### config.mk
export PLATFORM = sky130hd
export DESIGN_NAME = qfix_alu
export DESIGN_NICKNAME = d
export VERILOG_FILES = /design/src/verilog/qfix_pkg.sv /design/src/verilog/qfix_add.sv /design/src/verilog/qfix_mult.sv /design/src/verilog/qfix_div.sv /design/src/verilog/qfix_ctrl_regs.sv /design/src/verilog/qfix_alu.sv
export SDC_FILE = /design/constraint.sdc
export NUM_CORES = 2
export LEC_CHECK = 0
export BUFFER_PORTS_ARGS = -buffer_cell sky130_fd_sc_hd__clkbuf_2
export CORE_MARGIN = 3
export CORE_UTILIZATION = 40
export CTS_CLUSTER_SIZE = 20
export DETAILED_ROUTE_END_ITERATION = 6
export RECOVER_POWER = 100
export REMOVE_ABC_BUFFERS = 1
export SETUP_SLACK_MARGIN = 0.4
export SYNTH_ARGS = -nofsm -noshare
export SYNTH_HDL_FRONTEND = slang
export SYNTH_SLANG_ARGS = --single-unit
### constraint.sdc
create_clock -name clk -period 7.8 [get_ports clk]
set_clock_uncertainty 0.15 [all_clocks]
set_input_delay 0.39 -clock clk [delete_from_list [all_inputs] [get_ports clk]]
set_output_delay 0.39 -clock clk [all_outputs]
set_load 0.01 [all_outputs]
### src/verilog/qfix_pkg.sv
package qfix_pkg;

	////////////////////////////////////////////////////////////
	// Word format
	////////////////////////////////////////////////////////////

	// Sign-magnitude Q16.15
	// One sign bit, 16 integer bits, 15 fraction bits
	localparam int QFIX_N = 32;

	// Fraction bits below the binary point
	localparam int QFIX_Q = 15;

	// Magnitude field width, everything but the sign
	localparam int QFIX_MAG_W = 31;

	////////////////////////////////////////////////////////////
	// Opcodes
	////////////////////////////////////////////////////////////

	// Two-bit operation select on the request port
	localparam logic [1:0] QFIX_OP_ADD = 2'd0;
	localparam logic [1:0] QFIX_OP_SUB = 2'd1;
	localparam logic [1:0] QFIX_OP_MUL = 2'd2;
	localparam logic [1:0] QFIX_OP_DIV = 2'd3;

	////////////////////////////////////////////////////////////
	// Divider sequencing
	////////////////////////////////////////////////////////////

	// Step counter width
	// Must hold QFIX_DIV_STEPS - 1
	localparam int QFIX_DIV_CNT_W = 6;

	// Quotient bits developed, one per clock
	// Magnitude width plus fraction bits, so the whole
	// integer quotient of (a << 15) / b fits
	localparam logic [QFIX_DIV_CNT_W-1:0] QFIX_DIV_STEPS = 6'd46;

	////////////////////////////////////////////////////////////
	// Word views
	////////////////////////////////////////////////////////////

	// Same 32 bits read two ways
	// raw for storage and the result bus
	// sm for the arithmetic blocks
	typedef union packed {
		logic [QFIX_N-1:0] raw;
		struct packed {
			// Set for negative values
			logic                  sign;
			// Unsigned integer and fraction bits
			logic [QFIX_MAG_W-1:0] mag;
		} sm;
	} qfix_word_u;

endpackage

### src/verilog/qfix_add.sv
module qfix_add (
	input  qfix_pkg::qfix_word_u a,
	input  qfix_pkg::qfix_word_u b,
	output qfix_pkg::qfix_word_u sum,
	output logic                 sum_ovf
);

	// Magnitude sum with room for the carry
	logic [qfix_pkg::QFIX_MAG_W:0]   mag_sum;
	// Larger minus smaller magnitude
	logic [qfix_pkg::QFIX_MAG_W-1:0] mag_diff;
	logic                            a_ge_b;
	logic [qfix_pkg::QFIX_MAG_W-1:0] res_mag;
	logic                            res_sign;

	// Both paths computed every cycle
	// Sign comparison picks one
	always_comb begin
		mag_sum = {1'b0, a.sm.mag} + {1'b0, b.sm.mag};
		a_ge_b  = (a.sm.mag >= b.sm.mag);

		// Always subtract the smaller from the larger
		if (a_ge_b) begin
			mag_diff = a.sm.mag - b.sm.mag;
		end else begin
			mag_diff = b.sm.mag - a.sm.mag;
		end

		if (a.sm.sign == b.sm.sign) begin
			// Same sign so magnitudes add
			// Carry out of bit 30 is the overflow
			// Magnitude wraps
			res_mag  = mag_sum[qfix_pkg::QFIX_MAG_W-1:0];
			res_sign = a.sm.sign;
			sum_ovf  = mag_sum[qfix_pkg::QFIX_MAG_W];
		end else begin
			// Mixed signs never overflow
			// Result takes the sign of the larger operand
			res_mag  = mag_diff;
			res_sign = a_ge_b ? a.sm.sign : b.sm.sign;
			sum_ovf  = 1'b0;
		end

		// No negative zero
		sum.sm.sign = res_sign & (|res_mag);
		sum.sm.mag  = res_mag;
	end

endmodule

### src/verilog/qfix_mult.sv
module qfix_mult (
	input  qfix_pkg::qfix_word_u a,
	input  qfix_pkg::qfix_word_u b,
	output qfix_pkg::qfix_word_u prod,
	output logic                 prod_ovf
);

	////////////////////////////////////////////////////////////
	// Magnitude product
	////////////////////////////////////////////////////////////

	// Full 31 x 31 product, 62 bits
	// Carries 30 fraction bits
	logic [2*qfix_pkg::QFIX_MAG_W-1:0] full_prod;

	// Window after dropping Q fraction bits
	logic [qfix_pkg::QFIX_MAG_W-1:0]   aligned_mag;

	// Bits above the kept window
	logic [2*qfix_pkg::QFIX_MAG_W-1:qfix_pkg::QFIX_Q+qfix_pkg::QFIX_MAG_W] high_bits;

	// Sign before the zero fix
	logic                              raw_sign;

	// Unsigned multiply of the two magnitudes
	assign full_prod = {{qfix_pkg::QFIX_MAG_W{1'b0}}, a.sm.mag} *
		{{qfix_pkg::QFIX_MAG_W{1'b0}}, b.sm.mag};

	////////////////////////////////////////////////////////////
	// Alignment and overflow
	////////////////////////////////////////////////////////////

	// Keep bits 45 down to 15
	// Dropped low bits truncate toward zero
	assign aligned_mag = full_prod[qfix_pkg::QFIX_Q +: qfix_pkg::QFIX_MAG_W];

	// Bits 61 down to 46
	// Integer part beyond 16 bits
	assign high_bits =
		full_prod[2*qfix_pkg::QFIX_MAG_W-1:qfix_pkg::QFIX_Q+qfix_pkg::QFIX_MAG_W];

	// Any lost integer bit flags overflow
	assign prod_ovf = |high_bits;

	////////////////////////////////////////////////////////////
	// Result sign
	////////////////////////////////////////////////////////////

	// Negative when exactly one operand is negative
	assign raw_sign = a.sm.sign ^ b.sm.sign;

	always_comb begin
		prod.sm.mag  = aligned_mag;
		// Zero after truncation is positive
		prod.sm.sign = raw_sign & (|aligned_mag);
	end

endmodule

### src/verilog/qfix_div.sv
module qfix_div (
	input  logic                 clk,
	input  logic                 rst_n,
	input  logic                 div_start,
	input  qfix_pkg::qfix_word_u a,
	input  qfix_pkg::qfix_word_u b,
	output qfix_pkg::qfix_word_u quot,
	output logic                 quot_ovf,
	output logic                 div_done
);

	////////////////////////////////////////////////////////////
	// Datapath registers
	////////////////////////////////////////////////////////////

	// Partial remainder
	// Starts as dividend magnitude << 15
	logic [qfix_pkg::QFIX_DIV_STEPS-1:0]                    rem;

	// Divisor magnitude, starts shifted up by 45
	// Moves right one place per step
	logic [qfix_pkg::QFIX_MAG_W+qfix_pkg::QFIX_DIV_STEPS-2:0] dvs;

	// Quotient bits, MSB first
	logic [qfix_pkg::QFIX_DIV_STEPS-1:0]                    quo;

	// Result sign held for the whole run
	logic                                                   neg;

	// Sequencing
	logic                                                   running;
	logic [qfix_pkg::QFIX_DIV_CNT_W-1:0]                    step_cnt;

	// Step decision
	logic                                                   dvs_high_zero;
	logic                                                   fits;

	// Divisor still larger than any remainder while its
	// upper bits are set
	assign dvs_high_zero =
		~|dvs[qfix_pkg::QFIX_MAG_W+qfix_pkg::QFIX_DIV_STEPS-2:qfix_pkg::QFIX_DIV_STEPS];

	// Shifted divisor fits under the remainder
	// Zero divisor always fits, so every bit sets
	assign fits = dvs_high_zero && (rem >= dvs[qfix_pkg::QFIX_DIV_STEPS-1:0]);

	////////////////////////////////////////////////////////////
	// Control
	////////////////////////////////////////////////////////////

	always_ff @(posedge clk or negedge rst_n) begin
		if (!rst_n) begin
			running  <= 1'b0;
			step_cnt <= '0;
			div_done <= 1'b0;
		end else begin
			// Single-cycle pulse
			div_done <= 1'b0;
			if (div_start) begin
				running  <= 1'b1;
				step_cnt <= qfix_pkg::QFIX_DIV_STEPS - 1'b1;
			end else if (running) begin
				step_cnt <= step_cnt - 1'b1;
				// Last bit lands on this edge
				if (step_cnt == '0) begin
					running  <= 1'b0;
					div_done <= 1'b1;
				end
			end
		end
	end

	////////////////////////////////////////////////////////////
	// Restoring steps
	////////////////////////////////////////////////////////////

	always_ff @(posedge clk) begin
		if (div_start) begin
			rem <= {a.sm.mag, {qfix_pkg::QFIX_Q{1'b0}}};
			dvs <= {b.sm.mag, {(qfix_pkg::QFIX_DIV_STEPS-1){1'b0}}};
			quo <= '0;
			neg <= a.sm.sign ^ b.sm.sign;
		end else if (running) begin
			// Subtract only when it fits
			if (fits) begin
				rem <= rem - dvs[qfix_pkg::QFIX_DIV_STEPS-1:0];
			end
			quo <= {quo[qfix_pkg::QFIX_DIV_STEPS-2:0], fits};
			dvs <= dvs >> 1;
		end
	end

	// Low 31 bits form the magnitude
	// Anything above is integer overflow
	always_comb begin
		quot.sm.mag  = quo[qfix_pkg::QFIX_MAG_W-1:0];
		quot.sm.sign = neg & (|quo[qfix_pkg::QFIX_MAG_W-1:0]);
		quot_ovf     = |quo[qfix_pkg::QFIX_DIV_STEPS-1:qfix_pkg::QFIX_MAG_W];
	end

endmodule

### src/verilog/qfix_ctrl_regs.sv
module qfix_ctrl_regs (
	input  logic                        clk,
	input  logic                        rst_n,
	input  logic                        start,
	input  logic [1:0]                  op,
	input  logic [qfix_pkg::QFIX_N-1:0] a,
	input  logic [qfix_pkg::QFIX_N-1:0] b,
	input  qfix_pkg::qfix_word_u        sum,
	input  logic                        sum_ovf,
	input  qfix_pkg::qfix_word_u        prod,
	input  logic                        prod_ovf,
	input  qfix_pkg::qfix_word_u        quot,
	input  logic                        quot_ovf,
	input  logic                        div_done,
	output qfix_pkg::qfix_word_u        op_a,
	output qfix_pkg::qfix_word_u        op_b_add,
	output qfix_pkg::qfix_word_u        op_b,
	output logic                        div_start,
	output logic [qfix_pkg::QFIX_N-1:0] result,
	output logic                        overflow,
	output logic                        done,
	output logic                        busy
);

	// Held request
	logic [1:0]           op_q;
	qfix_pkg::qfix_word_u a_q;
	qfix_pkg::qfix_word_u b_q;

	logic                 accept;
	logic                 capture;
	qfix_pkg::qfix_word_u sel_word;
	logic                 sel_ovf;

	// Starts during busy are dropped
	assign accept = start & ~busy;

	// One cycle for add, sub and mul
	// Divide waits for the divider pulse
	assign capture = busy & ((op_q != qfix_pkg::QFIX_OP_DIV) | div_done);

	// Operand registers, loaded only on accept
	always_ff @(posedge clk) begin
		if (accept) begin
			a_q.raw <= a;
			b_q.raw <= b;
		end
	end

	assign op_a = a_q;
	assign op_b = b_q;

	always_comb begin
		// Subtract is add with b negated
		op_b_add.sm.sign = b_q.sm.sign ^ (op_q == qfix_pkg::QFIX_OP_SUB);
		op_b_add.sm.mag  = b_q.sm.mag;

		// Pick the block that owns the held opcode
		case (op_q)
			qfix_pkg::QFIX_OP_MUL: begin
				sel_word = prod;
				sel_ovf  = prod_ovf;
			end
			qfix_pkg::QFIX_OP_DIV: begin
				sel_word = quot;
				sel_ovf  = quot_ovf;
			end
			default: begin
				sel_word = sum;
				sel_ovf  = sum_ovf;
			end
		endcase
	end

	////////////////////////////////////////////////////////////
	// Issue and completion
	////////////////////////////////////////////////////////////

	always_ff @(posedge clk or negedge rst_n) begin
		if (!rst_n) begin
			op_q      <= qfix_pkg::QFIX_OP_ADD;
			busy      <= 1'b0;
			done      <= 1'b0;
			div_start <= 1'b0;
			result    <= '0;
			overflow  <= 1'b0;
		end else begin
			done      <= capture;
			div_start <= accept & (op == qfix_pkg::QFIX_OP_DIV);
			if (accept) begin
				op_q <= op;
				busy <= 1'b1;
			end else if (capture) begin
				busy <= 1'b0;
			end
			// Result holds until the next completion
			if (capture) begin
				result   <= sel_word.raw;
				overflow <= sel_ovf;
			end
		end
	end

endmodule

### src/verilog/qfix_alu.sv
module qfix_alu (
	input  logic                        clk,
	input  logic                        rst_n,
	input  logic                        start,
	input  logic [1:0]                  op,
	input  logic [qfix_pkg::QFIX_N-1:0] a,
	input  logic [qfix_pkg::QFIX_N-1:0] b,
	output logic [qfix_pkg::QFIX_N-1:0] result,
	output logic                        overflow,
	output logic                        done,
	output logic                        busy
);

	////////////////////////////////////////////////////////////
	// Internal nets
	////////////////////////////////////////////////////////////

	// Held operands from the register block
	qfix_pkg::qfix_word_u op_a;
	qfix_pkg::qfix_word_u op_b;
	// b with the sign flipped on subtract
	qfix_pkg::qfix_word_u op_b_add;

	// Arithmetic results back to the register block
	qfix_pkg::qfix_word_u sum;
	qfix_pkg::qfix_word_u prod;
	qfix_pkg::qfix_word_u quot;
	logic                 sum_ovf;
	logic                 prod_ovf;
	logic                 quot_ovf;

	// Divider handshake
	logic                 div_start;
	logic                 div_done;

	qfix_ctrl_regs ctrl_i (
		.clk      (clk),
		.rst_n    (rst_n),
		.start    (start),
		.op       (op),
		.a        (a),
		.b        (b),
		.sum      (sum),
		.sum_ovf  (sum_ovf),
		.prod     (prod),
		.prod_ovf (prod_ovf),
		.quot     (quot),
		.quot_ovf (quot_ovf),
		.div_done (div_done),
		.op_a     (op_a),
		.op_b_add (op_b_add),
		.op_b     (op_b),
		.div_start(div_start),
		.result   (result),
		.overflow (overflow),
		.done     (done),
		.busy     (busy)
	);

	// Add and subtract share one adder
	qfix_add add_i (
		.a      (op_a),
		.b      (op_b_add),
		.sum    (sum),
		.sum_ovf(sum_ovf)
	);

	qfix_mult mult_i (
		.a       (op_a),
		.b       (op_b),
		.prod    (prod),
		.prod_ovf(prod_ovf)
	);

	qfix_div div_i (
		.clk      (clk),
		.rst_n    (rst_n),
		.div_start(div_start),
		.a        (op_a),
		.b        (op_b),
		.quot     (quot),
		.quot_ovf (quot_ovf),
		.div_done (div_done)
	);

endmodule

==> results.json <==
{
  "outcome": "finished with violations",
  "violations": "max-capacitance violations, max-slew violations, negative setup slack",
  "cp.arrival_ps": 8830,
  "synth.most_common_cell": "inv_1",
  "crit_required_ps": 8110,
  "synthFlopType": "edfxtp_1",
  "io_buffers": 103,
  "wl_met3_um": 14000,
  "finalNetCount": 7579,
  "path_buf_inv": 4,
  "hpwl_um": 155000,
  "place_ws_ps": -1140,
  "max_stage_delay_ps": 600,
  "root_buffer": "clkbuf_16",
  "avgSynthCellArea_um2": 8.67,
  "multi_input_area_mm2": 0.0380,
  "setup_violations": 18,
  "numCtsBuffers": 38,
  "met1_length_um": 72300,
  "rows": 127,
  "worst_setup_path_end_kind": "register",
  "cpMaxStageDelayCell": "fa_1",
  "fillers": 11474,
  "final.min_clock_period_ps": 8520,
  "antenna_found_initial": 5,
  "ys_top_cells_by_area": "fa_1 (35%), ha_1 (10%), edfxtp_1 (7.8%), inv_1 (7.6%), nor2_1 (5.8%)",
  "drtAntennaViolNets": 0,
  "met2_length_um": 89200,
  "cts_tree": "yes",
  "grt_pass1_vias": 44425,
  "drv_slew": 531,
  "top_layer": "met5",
  "start_util_pct": 40.4,
  "syn_to_final_growth_pct": 24.0,
  "synth_cell_type_count": 94,
  "synth_common_cells": "inv_1 (987), fa_1 (840), nor2_1 (750)",
  "via_count": 43445,
  "post-route-worst-setup-slack_ps": -716,
  "dieHeight_um": 355,
  "insertion_delay_ps": 610,
  "synth_warnings": 0,
  "timing.fmax_mhz": 117,
  "gr-total-overflow": 0,
  "ioPinCount": 104,
  "core_area_mm2": 0.120,
  "tightest_slew_ps": 4260,
  "dieArea_mm2": 0.126,
  "yosysTopAreaCellShare_pct": 34.6,
  "setup_tns_ps": -4590,
  "netlist_area_mm2": 0.0486,
  "clockBufferDepth": 3,
  "syn_inst": 5608,
  "yosysSeqAreaShare_pct": 14.6,
  "yosys.area.top_type": "fa_1",
  "period_share_pct": 109,
  "clk_pin_slew_ps": 70,
  "critPathLaunchType": "register",
  "seq_area_mm2": 0.00709,
  "drive_above_1_share_pct": 19.1,
  "clock_sinks": 279,
  "hold_viol_final": 0,
  "globalplace.congestion": 0.997,
  "crit_family": "adder cells",
  "synth-async-reset-ratio_pct": 16.5,
  "path_max_fanout": 7,
  "synth_edf_count": 127,
  "rsz0062_at_grt": "yes",
  "vias_per_cell": 5.48,
  "htreeDepth": 2,
  "ys_ff_latch": 279,
  "cpMostUsedCell": "fa_1",
  "first_pass_iters": 6,
  "grt_max_degree": 154,
  "wire_per_inst_um": 23.9,
  "die-width_um": 355,
  "routed_wl_um": 189000,
  "drcViolationCount": 0,
  "grt_pass1_wl_um": 281000,
  "drv_cap": 10,
  "grt_usage_pct": 29.9,
  "slew_headroom_pct": -184,
  "worstSetupPathType": "reg -> reg",
  "hold_class": "in -> reg",
  "drt_iter0_markers": 3753
}
[metrics by stage]
stage               cell area [um^2]  hold WS (ps)  utilization (%)  std cells
floorplan                      47400         -55.6                -       5302
global placement               55700           315             46.3       7677
detailed placement             55700           320             46.3       7677
CTS                            59000           292             49.1       7864
global route                   60300           332             50.1       7920
finish                         60300           333             50.1       7924
[per-layer routing]
layer  GRT usage, %  up-vias
met5              0        -
met4           17.3        2
met3           4.91      511
met2           49.3     1895
met1           37.2    21897
li1               -    19140
[registers in the layout (all words and copies together) (netlist names), 2 cells and up]
| name | cells |
|---|---|
| ctrl_i.result | 32 |
| div_i.quo | 46 |
| div_i.dvs | 76 |
| ctrl_i.op_q | 2 |
| ctrl_i.op_b | 32 |
| ctrl_i.op_a | 32 |
| div_i.rem | 46 |
| div_i.step_cnt | 6 |
[cell families (layout without fill, tap and decap cells)]
logic type,after synthesis,count (layout),synth area share (%)
other,0,4,0
AO/OA/AOI/OAI,794,794,10.8
flip-flops,279,279,14.6
multiplexers,115,115,2.39
buffers and inverters,1322,2022,10.3
XOR/XNOR,108,108,1.94
adder cells (fa/ha/maj),1232,1232,44.7
AND/OR/NAND/NOR,1758,1758,15.3
[cells in the final DEF (no fill, tap or decap), types with 26 or more instances in the layout]
cell	synthesis	final
inv_1	987	928
fa_1	840	792
nor2_1	750	703
nand2_1	651	642
buf_4	4	607
ha_1	392	362
a21oi_1	209	187
edfxtp_1	127	127
o21ai_0	158	111
mux2i_1	106	106
dfxtp_1	106	106
clkbuf_1	238	73
buf_6	2	69
dlygate4sd3_1	0	68
buf_12	0	67
a21o_1	64	64
xnor2_1	70	58
inv_2	4	54
fa_2	0	48
nand4_1	47	47
nor3_1	45	45
dfrtp_1	46	45
clkbuf_2	0	44
nand3_1	52	43
o211ai_1	41	41
o21ai_1	4	40
clkbuf_16	0	40
nor2_2	0	35
nor4_1	41	35
o31ai_1	38	34
xor2_1	38	32
nor2b_1	32	31
a22o_1	30	30
and2_1	31	29
nand2b_1	30	29
o21bai_1	30	27
a31oi_1	31	27
ha_4	0	26
[path summary, 6_finish.rpt]
path                                            endpoint                          start  slack (ps)  depth (start not counted)
max                        ctrl_i.result[31]$_DFFE_PN0P_       ctrl_i.op_b[8]$_DFFE_PP_        -720                         26
min                            ctrl_i.op_b[30]$_DFFE_PP_                          b[30]         330                          2
max reg2reg                ctrl_i.result[31]$_DFFE_PN0P_       ctrl_i.op_b[8]$_DFFE_PP_        -720                         26
min reg2reg                ctrl_i.result[24]$_DFFE_PN0P_  ctrl_i.result[24]$_DFFE_PN0P_         330                          2
max in group asynchronous     ctrl_i.op_q[0]$_DFFE_PN0P_                          rst_n        4580                          3
min in group asynchronous  ctrl_i.result[28]$_DFFE_PN0P_                          rst_n        1170                          3
[final cells by class]
class,instances,area share [%]
antenna,4,0.0166
multi-input combinational,4007,63.0
inverter,1016,6.41
timing repair buffer,936,13.4
sequential,279,11.8
clock inverter,23,0.452
tap,1612,3.34
clock buffer,47,1.72
[repair_timing]
action / 4_1_cts / 5_1_grt
endpoints found under the setup margin: 33 / 33
resized for setup: 230 / 285
buffers inserted: 48 / 55
hold buffers: 68 / 0
pin swaps: 71 / 157
hold endpoints to repair: 114 / 0
gates cloned: 1 / 1
Power is left out: the tool's default activity adds up to more than one toggle a clock period on the data nets, which glitch-free logic cannot reach.
